--- config.mk ---
export PLATFORM = sky130hd
export DESIGN_NAME = sata_phy_link
export DESIGN_NICKNAME = d
export VERILOG_FILES = /design/src/sata_phy_pkg.sv /design/src/sata_rx_prim_detect.sv /design/src/sata_link_fsm.sv /design/src/sata_tx_word_mux.sv /design/src/sata_phy_link.sv
export SDC_FILE = /design/constraint.sdc
export NUM_CORES = 1
export LEC_CHECK = 0
export ABC_CLOCK_PERIOD_IN_PS = 2800
export BUFFER_PORTS_ARGS = -buffer_cell sky130_fd_sc_hd__buf_2
export CAP_MARGIN = 20
export CORE_MARGIN = 2
export CORE_UTILIZATION = 51
export CTS_CLUSTER_SIZE = 28
export DETAILED_ROUTE_END_ITERATION = 10
export PLACE_DENSITY_LB_ADDON = 0.08
export SETUP_SLACK_MARGIN = 0.3
export SYNTH_ARGS = -nofsm -noshare
export SYNTH_HDL_FRONTEND = slang
export SYNTH_SLANG_ARGS = --single-unit
--- constraint.sdc ---
create_clock -name tx_reset -period 2.8 [get_ports tx_reset]
set_input_delay 0.56 -clock tx_reset [delete_from_list [all_inputs] [get_ports tx_reset]]
set_output_delay 0.56 -clock tx_reset [all_outputs]
set_load 0.005 [all_outputs]
--- src/sata_phy_pkg.sv ---
// --------------------
// sata phy shared definitions
// primitive codes, generation codes, timing constants
// and the link controller state type
// --------------------
`default_nettype none

package sata_phy_pkg;

    // --------------------
    // dwords and primitives
    localparam int DWORD_W = 32;                                    // tx/rx dword width

    localparam logic [DWORD_W - 1 : 0] ALIGN_PRIM = 32'h7B4A_4ABC;  // K28.5 D10.2 D10.2 D27.3
    localparam logic [DWORD_W - 1 : 0] SYNC_PRIM  = 32'hB5B5_957C;  // K28.3 D21.4 D21.5 D21.5
    localparam logic [DWORD_W - 1 : 0] DIAL_DATA  = 32'h4A4A_4A4A;  // D10.2 dial tone

    localparam logic DWORD_IS_PRIM = 1'b1;  // k-flag on byte 0
    localparam logic DWORD_IS_DATA = 1'b0;

    // --------------------
    // generations
    localparam int GEN_W = 2;

    localparam logic [GEN_W - 1 : 0] SATA_GEN1 = 2'd1; // 1.5 Gb/s
    localparam logic [GEN_W - 1 : 0] SATA_GEN2 = 2'd2; // 3.0 Gb/s
    localparam logic [GEN_W - 1 : 0] SATA_GEN3 = 2'd3; // 6.0 Gb/s

    // --------------------
    // timing
    localparam int TIMEOUT_CYCLES = 200;                        // scaled down for sim
    localparam int TIMEOUT_W      = $clog2(TIMEOUT_CYCLES + 1);

    localparam int ALIGN_PERIOD = 256;                          // two ALIGNs per period
    localparam int ALIGN_W      = $clog2(ALIGN_PERIOD);

    localparam int LINKUP_DELAY = 31;                           // settle before linkup

    // --------------------
    // link controller states
    typedef enum logic [3 : 0] {
        st_idle,
        st_send_comreset,   // single cycle cominit pulse
        st_suspend_comreset,
        st_wait_cominit,
        st_send_comwake,    // single cycle comwake pulse
        st_suspend_comwake,
        st_wait_comwake,
        st_wait_oobfinish,
        st_send_dial,       // dial tone until ALIGN
        st_request_recfg,
        st_wait_recfg,
        st_send_align,      // ALIGN until SYNC
        st_link_ready
    } link_state_t;

endpackage

`default_nettype wire

--- src/sata_rx_prim_detect.sv ---
// --------------------
// receive primitive detector
// registers the rx dword and status, flags ALIGN,
// SYNC and a healthy receiver one cycle later
// --------------------
`timescale 1ns/1ps
`default_nettype none

module sata_rx_prim_detect import sata_phy_pkg::*; (
    input  wire logic                   tx_reset,           // clock
    input  wire logic                   tx_clk,             // async reset, active high

    input  wire logic [DWORD_W - 1 : 0] i_rx_data,
    input  wire logic                   i_rx_datak,
    input  wire logic                   i_rx_syncstatus,    // lanes already reduced
    input  wire logic                   i_rx_signaldetect,

    output logic                        o_align_seen,
    output logic                        o_sync_seen,
    output logic                        o_link_ok
);

    logic [DWORD_W - 1 : 0] rx_data_q;      // received payload dword
    logic                   rx_datak_q;
    logic                   rx_sync_q;
    logic                   rx_sigdet_q;
    logic                   is_prim;

    // --------------------
    // input registers
    always_ff @(posedge tx_reset) begin
        rx_data_q <= i_rx_data;
    end

    always_ff @(posedge tx_reset or posedge tx_clk) begin
        if (tx_clk) begin
            rx_datak_q  <= DWORD_IS_DATA;
            rx_sync_q   <= 1'b0;
            rx_sigdet_q <= 1'b0;
        end else begin
            rx_datak_q  <= i_rx_datak;
            rx_sync_q   <= i_rx_syncstatus;
            rx_sigdet_q <= i_rx_signaldetect;
        end
    end

    // --------------------
    // decode
    assign is_prim = (rx_datak_q == DWORD_IS_PRIM);

    // ALIGN only counts once the lanes are word locked
    assign o_align_seen = is_prim && (rx_data_q == ALIGN_PRIM) && rx_sync_q;
    assign o_sync_seen  = is_prim && (rx_data_q == SYNC_PRIM);
    assign o_link_ok    = rx_sigdet_q && rx_sync_q;    // drop either and the link is gone

endmodule

`default_nettype wire

--- src/sata_link_fsm.sv ---
// --------------------
// link bring-up controller
// OOB sequence, speed negotiation with timeouts
// and generation stepping on failed dial
// --------------------
`timescale 1ns/1ps
`default_nettype none

module sata_link_fsm import sata_phy_pkg::*; (
    input  wire logic                   tx_reset,       // clock
    input  wire logic                   tx_clk,         // async reset, active high

    input  wire logic                   i_phy_locked,
    input  wire logic                   i_oob_ready,    // OOB coder idle
    input  wire logic                   i_rx_cominit,   // strobes from OOB decoder
    input  wire logic                   i_rx_comwake,
    input  wire logic                   i_rx_oobfinish,
    input  wire logic                   i_align_seen,
    input  wire logic                   i_sync_seen,
    input  wire logic                   i_link_ok,
    input  wire logic                   i_recfg_ready,  // one-cycle accept

    output logic                        o_tx_cominit,
    output logic                        o_tx_comwake,
    output logic                        o_tx_oobfinish,
    output logic                        o_dial_sel,
    output logic                        o_link_ready,
    output logic                        o_recfg_request,
    output logic [GEN_W - 1 : 0]        o_recfg_gen,
    output logic [GEN_W - 1 : 0]        o_sata_gen
);

    link_state_t            state;
    link_state_t            state_nxt;

    logic [TIMEOUT_W - 1 : 0] timeout_cnt;
    logic                   timeout_run;    // state has a timeout
    logic                   timeout_hit;

    logic [GEN_W - 1 : 0]   cur_gen;        // running generation
    logic [GEN_W - 1 : 0]   req_gen;        // generation asked for next
    logic                   recfg_accept;

    // --------------------
    // state decode
    assign o_tx_cominit    = (state == st_send_comreset);
    assign o_tx_comwake    = (state == st_send_comwake);
    assign o_dial_sel      = (state == st_send_dial);
    assign o_link_ready    = (state == st_link_ready);
    assign o_recfg_request = (state == st_request_recfg);

    // OOB phase is over from dial onwards
    assign o_tx_oobfinish = (state == st_send_dial) || (state == st_send_align) ||
                            (state == st_link_ready);

    assign timeout_run = (state == st_wait_cominit)   || (state == st_wait_comwake) ||
                         (state == st_wait_oobfinish) || (state == st_send_dial)    ||
                         (state == st_wait_recfg)     || (state == st_send_align);

    assign timeout_hit  = (timeout_cnt == TIMEOUT_W'(TIMEOUT_CYCLES - 1));
    assign recfg_accept = o_recfg_request && i_recfg_ready;

    // --------------------
    // next state
    always_comb begin
        state_nxt = state;  // hold by default
        case (state)
            st_idle:
                if (i_phy_locked) state_nxt = st_send_comreset;
            st_send_comreset:
                state_nxt = st_suspend_comreset;
            st_suspend_comreset:
                if (i_oob_ready) state_nxt = st_wait_cominit;
            st_wait_cominit:
                if (i_rx_cominit)     state_nxt = st_send_comwake;
                else if (timeout_hit) state_nxt = st_idle;
            st_send_comwake:
                state_nxt = st_suspend_comwake;
            st_suspend_comwake:
                if (i_oob_ready) state_nxt = st_wait_comwake;
            st_wait_comwake:
                if (i_rx_comwake)     state_nxt = st_wait_oobfinish;
                else if (timeout_hit) state_nxt = st_idle;
            st_wait_oobfinish:
                if (i_rx_oobfinish)   state_nxt = st_send_dial;
                else if (timeout_hit) state_nxt = st_idle;
            st_send_dial:
                if (i_align_seen)     state_nxt = st_send_align;
                else if (timeout_hit) state_nxt = st_request_recfg; // try next speed
            st_request_recfg:
                if (i_recfg_ready) state_nxt = st_wait_recfg;
            st_wait_recfg:
                if (timeout_hit) state_nxt = st_idle;   // give the PLL time to settle
            st_send_align:
                if (i_sync_seen)      state_nxt = st_link_ready;
                else if (timeout_hit) state_nxt = st_idle;
            st_link_ready:
                if (!i_link_ok) state_nxt = st_idle;
            default:
                state_nxt = st_idle;
        endcase
    end

    always_ff @(posedge tx_reset or posedge tx_clk) begin
        if (tx_clk) begin
            state <= st_idle;
        end else begin
            state <= state_nxt;
        end
    end

    // --------------------
    // timeout counter
    // restarts on every state change
    always_ff @(posedge tx_reset or posedge tx_clk) begin
        if (tx_clk) begin
            timeout_cnt <= '0;
        end else if (timeout_run && (state_nxt == state)) begin
            timeout_cnt <= timeout_cnt + 1'b1;
        end else begin
            timeout_cnt <= '0;
        end
    end

    // --------------------
    // generation registers
    // step 3 -> 2 -> 1 -> 3 on accept
    always_ff @(posedge tx_reset or posedge tx_clk) begin
        if (tx_clk) begin
            cur_gen <= SATA_GEN3;
            req_gen <= SATA_GEN2;
        end else if (recfg_accept) begin
            cur_gen <= (cur_gen == SATA_GEN1) ? SATA_GEN3 : cur_gen - 1'b1;
            req_gen <= (req_gen == SATA_GEN1) ? SATA_GEN3 : req_gen - 1'b1;
        end
    end

    assign o_recfg_gen = req_gen;
    assign o_sata_gen  = o_link_ready ? cur_gen : '0;   // only valid with link up

    // --------------------
    // assertions
    // every counting state leaves before the bound
    a_timeout_bound: assert property (
        @(posedge tx_reset) disable iff (tx_clk)
        timeout_cnt < TIMEOUT_W'(TIMEOUT_CYCLES)
    ) else $error("timeout counter ran past its bound");

    // the generation taken on accept is the one that was requested
    a_recfg_gen: assert property (
        @(posedge tx_reset) disable iff (tx_clk)
        recfg_accept |=> (cur_gen == $past(req_gen))
    ) else $error("accepted generation differs from the requested one");

endmodule

`default_nettype wire

--- src/sata_tx_word_mux.sv ---
// --------------------
// transmit word stage
// picks dial, user data or ALIGN, inserts two ALIGNs
// per period and raises linkup after settling
// --------------------
`timescale 1ns/1ps
`default_nettype none

module sata_tx_word_mux import sata_phy_pkg::*; (
    input  wire logic                   tx_reset,       // clock
    input  wire logic                   tx_clk,         // async reset, active high

    input  wire logic                   i_dial_sel,
    input  wire logic                   i_link_ready,

    input  wire logic [DWORD_W - 1 : 0] i_tx_data,
    input  wire logic                   i_tx_datak,

    output logic [DWORD_W - 1 : 0]      o_tx_data,
    output logic                        o_tx_datak,
    output logic                        o_tx_ready,     // low during ALIGN insertion
    output logic                        o_linkup
);

    logic [ALIGN_W - 1 : 0]                 align_cnt;
    logic                                   align_reg;
    logic [$clog2(LINKUP_DELAY + 1) - 1 : 0] linkup_cnt;
    logic                                   linkup_reg;

    // --------------------
    // ALIGN insertion
    always_ff @(posedge tx_reset or posedge tx_clk) begin
        if (tx_clk) begin
            align_cnt <= '0;
        end else if (i_link_ready) begin
            align_cnt <= align_cnt + 1'b1;  // wraps every ALIGN_PERIOD
        end else begin
            align_cnt <= '0;
        end
    end

    always_ff @(posedge tx_reset or posedge tx_clk) begin
        if (tx_clk) begin
            align_reg <= 1'b0;
        end else begin
            align_reg <= i_link_ready && ((align_cnt == 0) || (align_cnt == 1));
        end
    end

    assign o_tx_ready = ~align_reg;

    // --------------------
    // tx dword register
    // dial first, then user data, otherwise ALIGN
    always_ff @(posedge tx_reset or posedge tx_clk) begin
        if (tx_clk) begin
            o_tx_data  <= '0;
            o_tx_datak <= 1'b0;
        end else if (i_dial_sel) begin
            o_tx_data  <= DIAL_DATA;
            o_tx_datak <= DWORD_IS_DATA;
        end else if (i_link_ready && !align_reg) begin
            o_tx_data  <= i_tx_data;
            o_tx_datak <= i_tx_datak;
        end else begin
            o_tx_data  <= ALIGN_PRIM;   // idle fill and inserted ALIGNs
            o_tx_datak <= DWORD_IS_PRIM;
        end
    end

    // --------------------
    // linkup
    always_ff @(posedge tx_reset or posedge tx_clk) begin
        if (tx_clk) begin
            linkup_cnt <= '0;
        end else if (i_link_ready) begin
            linkup_cnt <= linkup_cnt + (linkup_cnt != LINKUP_DELAY);  // saturates
        end else begin
            linkup_cnt <= '0;
        end
    end

    always_ff @(posedge tx_reset or posedge tx_clk) begin
        if (tx_clk) begin
            linkup_reg <= 1'b0;
        end else begin
            linkup_reg <= i_link_ready && (linkup_cnt == LINKUP_DELAY);
        end
    end

    assign o_linkup = linkup_reg;

    // back-pressure never longer than the two ALIGN dwords
    a_ready_gap: assert property (
        @(posedge tx_reset) disable iff (tx_clk)
        $fell(o_tx_ready) |-> ##2 o_tx_ready
    ) else $error("tx ready low for more than 2 cycles");

endmodule

`default_nettype wire

--- src/sata_phy_link.sv ---
// --------------------
// sata phy link top
// rx primitive detect -> link controller -> tx word stage
// --------------------
`timescale 1ns/1ps
`default_nettype none

module sata_phy_link import sata_phy_pkg::*; (
    input  wire logic                   tx_reset,           // clock
    input  wire logic                   tx_clk,             // async reset, active high

    // transceiver and OOB status
    input  wire logic                   i_phy_locked,
    input  wire logic                   i_oob_ready,
    input  wire logic                   i_rx_cominit,
    input  wire logic                   i_rx_comwake,
    input  wire logic                   i_rx_oobfinish,
    input  wire logic                   i_rx_signaldetect,
    input  wire logic                   i_rx_syncstatus,

    // received dword
    input  wire logic [DWORD_W - 1 : 0] i_rx_data,
    input  wire logic                   i_rx_datak,

    // reconfiguration
    input  wire logic                   i_recfg_ready,
    output logic                        o_recfg_request,
    output logic [GEN_W - 1 : 0]        o_recfg_gen,
    output logic [GEN_W - 1 : 0]        o_sata_gen,

    // OOB commands
    output logic                        o_tx_cominit,
    output logic                        o_tx_comwake,
    output logic                        o_tx_oobfinish,

    // user tx side
    input  wire logic [DWORD_W - 1 : 0] i_tx_data,
    input  wire logic                   i_tx_datak,
    output logic [DWORD_W - 1 : 0]      o_tx_data,
    output logic                        o_tx_datak,
    output logic                        o_tx_ready,
    output logic                        o_linkup
);

    logic align_seen;
    logic sync_seen;
    logic link_ok;
    logic dial_sel;
    logic link_ready;

    sata_rx_prim_detect u_rx_prim_detect (
        .tx_reset           (tx_reset),
        .tx_clk             (tx_clk),
        .i_rx_data          (i_rx_data),
        .i_rx_datak         (i_rx_datak),
        .i_rx_syncstatus    (i_rx_syncstatus),
        .i_rx_signaldetect  (i_rx_signaldetect),
        .o_align_seen       (align_seen),
        .o_sync_seen        (sync_seen),
        .o_link_ok          (link_ok)
    );

    sata_link_fsm u_link_fsm (
        .tx_reset           (tx_reset),
        .tx_clk             (tx_clk),
        .i_phy_locked       (i_phy_locked),
        .i_oob_ready        (i_oob_ready),
        .i_rx_cominit       (i_rx_cominit),
        .i_rx_comwake       (i_rx_comwake),
        .i_rx_oobfinish     (i_rx_oobfinish),
        .i_align_seen       (align_seen),
        .i_sync_seen        (sync_seen),
        .i_link_ok          (link_ok),
        .i_recfg_ready      (i_recfg_ready),
        .o_tx_cominit       (o_tx_cominit),
        .o_tx_comwake       (o_tx_comwake),
        .o_tx_oobfinish     (o_tx_oobfinish),
        .o_dial_sel         (dial_sel),
        .o_link_ready       (link_ready),
        .o_recfg_request    (o_recfg_request),
        .o_recfg_gen        (o_recfg_gen),
        .o_sata_gen         (o_sata_gen)
    );

    sata_tx_word_mux u_tx_word_mux (
        .tx_reset           (tx_reset),
        .tx_clk             (tx_clk),
        .i_dial_sel         (dial_sel),
        .i_link_ready       (link_ready),
        .i_tx_data          (i_tx_data),
        .i_tx_datak         (i_tx_datak),
        .o_tx_data          (o_tx_data),
        .o_tx_datak         (o_tx_datak),
        .o_tx_ready         (o_tx_ready),
        .o_linkup           (o_linkup)
    );

endmodule

`default_nettype wire

---- Yosys cells after proc, flatten, opt, wreduce, memory -nomap -nowiden ----
Index checks and enable logic that the tools add are counted.
storage, ports and cells
  register bits ........................... 99
  output and inout bits ................... 43
  input port bits ......................... 76
  word-level logic and storage cells ...... 84
cells by class
  add/sub/neg operators ................... 5
  equal/unequal tests ..................... 21
  reductions and logical operators ........ 20
  bitwise operators ....................... 1
  mux-type cells .......................... 23
operators with widths
  operator                                                                 count
  32-bit 2-to-1 mux                                                        2
  4-bit one-hot mux with 13 select lines                                   1
  4-bit 2-to-1 mux                                                         12
  32-bit by 31-bit equality test with 1-bit output, second input constant  1
  32-bit equality test, second input constant                              1
  4-bit equality test, second input constant                               5
  8-bit by 1-bit adder with 8-bit output, second input constant            2
  4-bit by 3-bit equality test with 1-bit output, second input constant    4
  8-bit 2-to-1 mux                                                         2
  1-bit logical AND                                                        9
  4-bit by 2-bit equality test with 1-bit output, second input constant    2
  8-bit by 1-bit equality test with 1-bit output, second input constant    1
  8-bit equality test, second input constant                               1
  8-bit logical NOT                                                        1
  1-bit logical OR                                                         8
  2-bit 2-to-1 mux                                                         3
  5-bit by 1-bit adder with 5-bit output                                   1
  5-bit equality test, second input constant                               1
  5-bit 2-to-1 mux                                                         1
  5-bit != test, second input constant                                     1
  2-bit by 1-bit equality test with 1-bit output, second input constant    2
  4-bit by 1-bit equality test with 1-bit output, second input constant    1
  4-bit equality test                                                      1
  4-bit logical NOT                                                        1
  4 further kinds                                                          6

---- Longest topological paths before layout ----
  depth in word-level cells ............... 8
  depth in mapped cells ................... 7
  gate-level depth less buffers ........... 7

---- Cells and area by module ----
Synthesis repeated with hierarchy kept, for this count alone.
second synthesis, totals
  cell total of the unflattened synthesis .. 331
  area total of the unflattened synthesis .. 3797.4 µm²
modules (own cells, without submodules)
  module               cells an instance  instances  seq. area each (µm²)  area an instance (µm²)
  sata_tx_word_mux     148                1          1201.2                1775.5
  sata_link_fsm        124                1          404.1                 1126.1
  sata_rx_prim_detect  59                 1          715.7                 895.9

---- Worst setup path before layout ----
OpenSTA, ideal clock, no wires.
  path kind ............................... register to output
  from .................................... register u_link_fsm.state[1]
  to ...................................... output port o_sata_gen[0]
  data required time ...................... 2240 ps
  arrival time ............................ 1503 ps
  slack ................................... 737 ps
  path buffers ............................ 3
  stages on the path, launching flop included .. 7
  cell sequence ........................... dfrtp_1 > buf_4 > nor2_1 > and3_1 > clkbuf_1 > clkbuf_1 > and2_1
on the way
  cells in the longest elaborated chain, start to end .. 2
RTL lines
  item                      RTL line              RTL
  start: declaration        sata_link_fsm.sv:33   link_state_t state;
  start signal: assignment  sata_link_fsm.sv:106  state <= st_idle;
  start signal: assignment  sata_link_fsm.sv:108  state <= state_nxt;
  4-bit equality test       sata_link_fsm.sv:49   assign o_link_ready = (state == st_link_ready);
  2-bit 2-to-1 mux          sata_link_fsm.sv:139  assign o_sata_gen = o_link_ready ? cur_gen : '0;
  end: declaration          sata_phy_link.sv:29   output logic [GEN_W - 1 : 0] o_sata_gen,
No other way between the ends.

---- Worst setup path in the final report ----
  from .................................... register u_link_fsm.state[1]
  to ...................................... output port o_sata_gen[1]
Same word-level chain as after synthesis.

==> results.cfg <==
[timing]
setup_tns_ps = 0
max_slew.worst_pin.slew_ps = 625
max_freq_ghz = 0.434
period_minus_slack_ps = 2310
setup_viol = 0
hold_viol = 0
rsz0062_at_grt = false
final_max_slew_viol_count = 0
clock_skew_ps = 10.3
fin_crit_sh = 0.824
relSlewSlack = 0.582

[routing]
drtPass1Iterations = 4
postRouteAntennaNets = 0
dr_total_vias = 2851
routed_wl_mm = 7.60
drtIter0Drc = 162
viasPerCell = 5.07
drc = 0
wl_per_cell_um = 13.5

[clock_tree]
ctsResizeCount = 0
root_buffer = clkbuf_8
cts_sinks = 99
cts_buffer_depth = 2
h-tree-depth = 3
insertion_delay_ps = 360
tritoncts.num_buffers = 9
path_clk_slew_ps = 90
post_cts.repair.setup_buffers = 0
cts_hold_buf = 0
cts_tree = built

[synth]
yosysUniqueCellTypes = 55
synth.top_cell.area_share = 0.419
synth_edf_count = 0
synth_common_cells = dfrtp_1 (64), nor2_1 (45), dfxtp_1 (32)
syn_area_per_cell_um2 = 11.3
seq_area_frac_synth = 0.607
synth_top_area_cell = dfrtp_1
synth_area_leaders = dfrtp_1 (42%), dfxtp_1 (17%), nor2_1 (4.4%)
syn_nets = 420
yosys_most_used_dff = dfrtp_1
synthCells = 338
syn_area_um2 = 3820
async_flop_share = 0.677
synth_seq_cells = 99
yosysWarnings = 0
yosysMostFrequentCell = dfrtp_1

[cells_and_area]
antenna_cells = 0
reg_top3 = u_rx_prim_detect.rx_data_q: 32 flops, u_tx_word_mux.o_tx_data: 32 flops
syn2layout_area_growth_pct = 22.8
num-nets-final = 540
drive_gt1_frac = 0.333
stdcell_area_um2 = 4700
fin_util = 0.648

[floorplanning]
rows = 31
dieArea_um2 = 8210
fp.dieH_um = 90.6
floorplan.initialDensity = 0.527
fp.dieW_um = 90.6
core-area_um2 = 7250
io_pins = 119

[place]
place_area_um2 = 4520
dp_hpwl_mm = 5.66
portBuffers = 118
place.gp.congestion = 0.901

[min_path]
hold_path.class = input port to asynchronous set/reset pin

[power]
powerDensity_nw_per_um2 = 689
p_leak_nw = 2.23
peakVddDrop_uv = 396

[worst_setup_path]
r2r_end = u_link_fsm.timeout_cnt[1]
rr_worst_depth = 7
endpoint_kind = primary output
crit-reg2reg-launch = u_link_fsm.state[0]
worstPathRequired_ps = 2240
path_max_fanout = 13
cp-start-kind = flip-flop
reg2reg_slack_ps = 630
crit_arrival_ps = 1750
crit_type = flip-flop to primary output

[grt]
grt_pass1_wl_mm = 12.9
gr-total-overflow = 0
grt_start_max_net_pins = 39
grtUsageTotal = 0.198
grt_pass1_vias = 2751
antenna_found_initial = 0

[outcome]
status = finished, final reports clean

[job]
maxCapViolCount = 0
worst max path at each step:
| stage | start | endpoint | slack (ps) |
|---|---|---|---|
| after CTS | u_link_fsm.state[1] | o_sata_gen[1] | 510 |
| after detailed placement | u_link_fsm.state[3] | u_link_fsm.timeout_cnt[6] | 680 |
| after global placement | i_recfg_ready | u_link_fsm.timeout_cnt[3] | 690 |
| after global routing | u_link_fsm.state[1] | o_sata_gen[1] | 380 |
| final | u_link_fsm.state[1] | o_sata_gen[1] | 490 |
| after floorplan | tx_clk | u_link_fsm.o_recfg_gen[0] | 560 |
per-layer routing:
layer,track usage,vias to the layer above,routed length [µm]
met3,0.0509,9,599
met1,0.278,1314,3540
met5,0,-,0
met4,0.0897,0,139
met2,0.292,112,3330
li1,-,1416,-
logic make-up after synthesis:
logic type / share of synthesized area
mux: 0.0111
compound gates: 0.0749
simple gates: 0.226
buf+inv: 0.0275
flops: 0.607
xor+xnor: 0.0343
fa+ha+maj: 0.0196
cell type report:
class / count / area, µm²
timing repair buffer: 123 / 641
clock inverter: 7 / 57.6
multi-input combinational: 217 / 1400
tap: 99 / 124
sequential: 99 / 2320
inverter: 8 / 32.5
clock buffer: 9 / 124
fill: 610 / 2550
cells in the final DEF, fill, tap and decap left out, types with 3 or more instances in the layout:
cell	n
o21ai_0	5
nor4bb_1	7
ha_1	6
o311ai_0	3
clkbuf_8	9
inv_1	6
buf_2	118
nand2_1	19
inv_4	3
dfrtp_1	64
dfxtp_1	32
and4b_1	4
xor2_1	10
nor2_1	45
and2_1	5
or3_1	12
nor3_1	11
xnor2_1	5
nand3_1	15
and3_1	20
buf_4	4
dfstp_2	3
a21oi_1	7
power by group:
part / switching [mW] / total (mW) / internal (mW)
combinational: 0.389 / 0.699 / 0.310
clock: 0.502 / 0.843 / 0.341
sequential: 0.142 / 1.69 / 1.55
total: 1.03 / 3.24 / 2.20
worst max-delay path, stage by stage, from the launching register on:
cell     delay, ps
dfrtp_1        540
nor2_1         340
and3_1         240
and2_1         160
buf_2          120
stage by stage:
| stage | instances | total power, mW | setup WS (ps) | hold slack [ps] |
|---|---|---|---|---|
| 6_report | 562 | 3.24 | 494 | 271 |
| 4_1_cts | 562 | 3.26 | 507 | 278 |
| 2_1_floorplan | 338 | 2.21 | 562 | 459 |
| 3_5_place_dp | 546 | 2.42 | 682 | 486 |
| 3_3_place_gp | 546 | 2.40 | 686 | 480 |
| 5_1_grt | 562 | 3.44 | 382 | 270 |
Power figures use the tool's default switching activity.
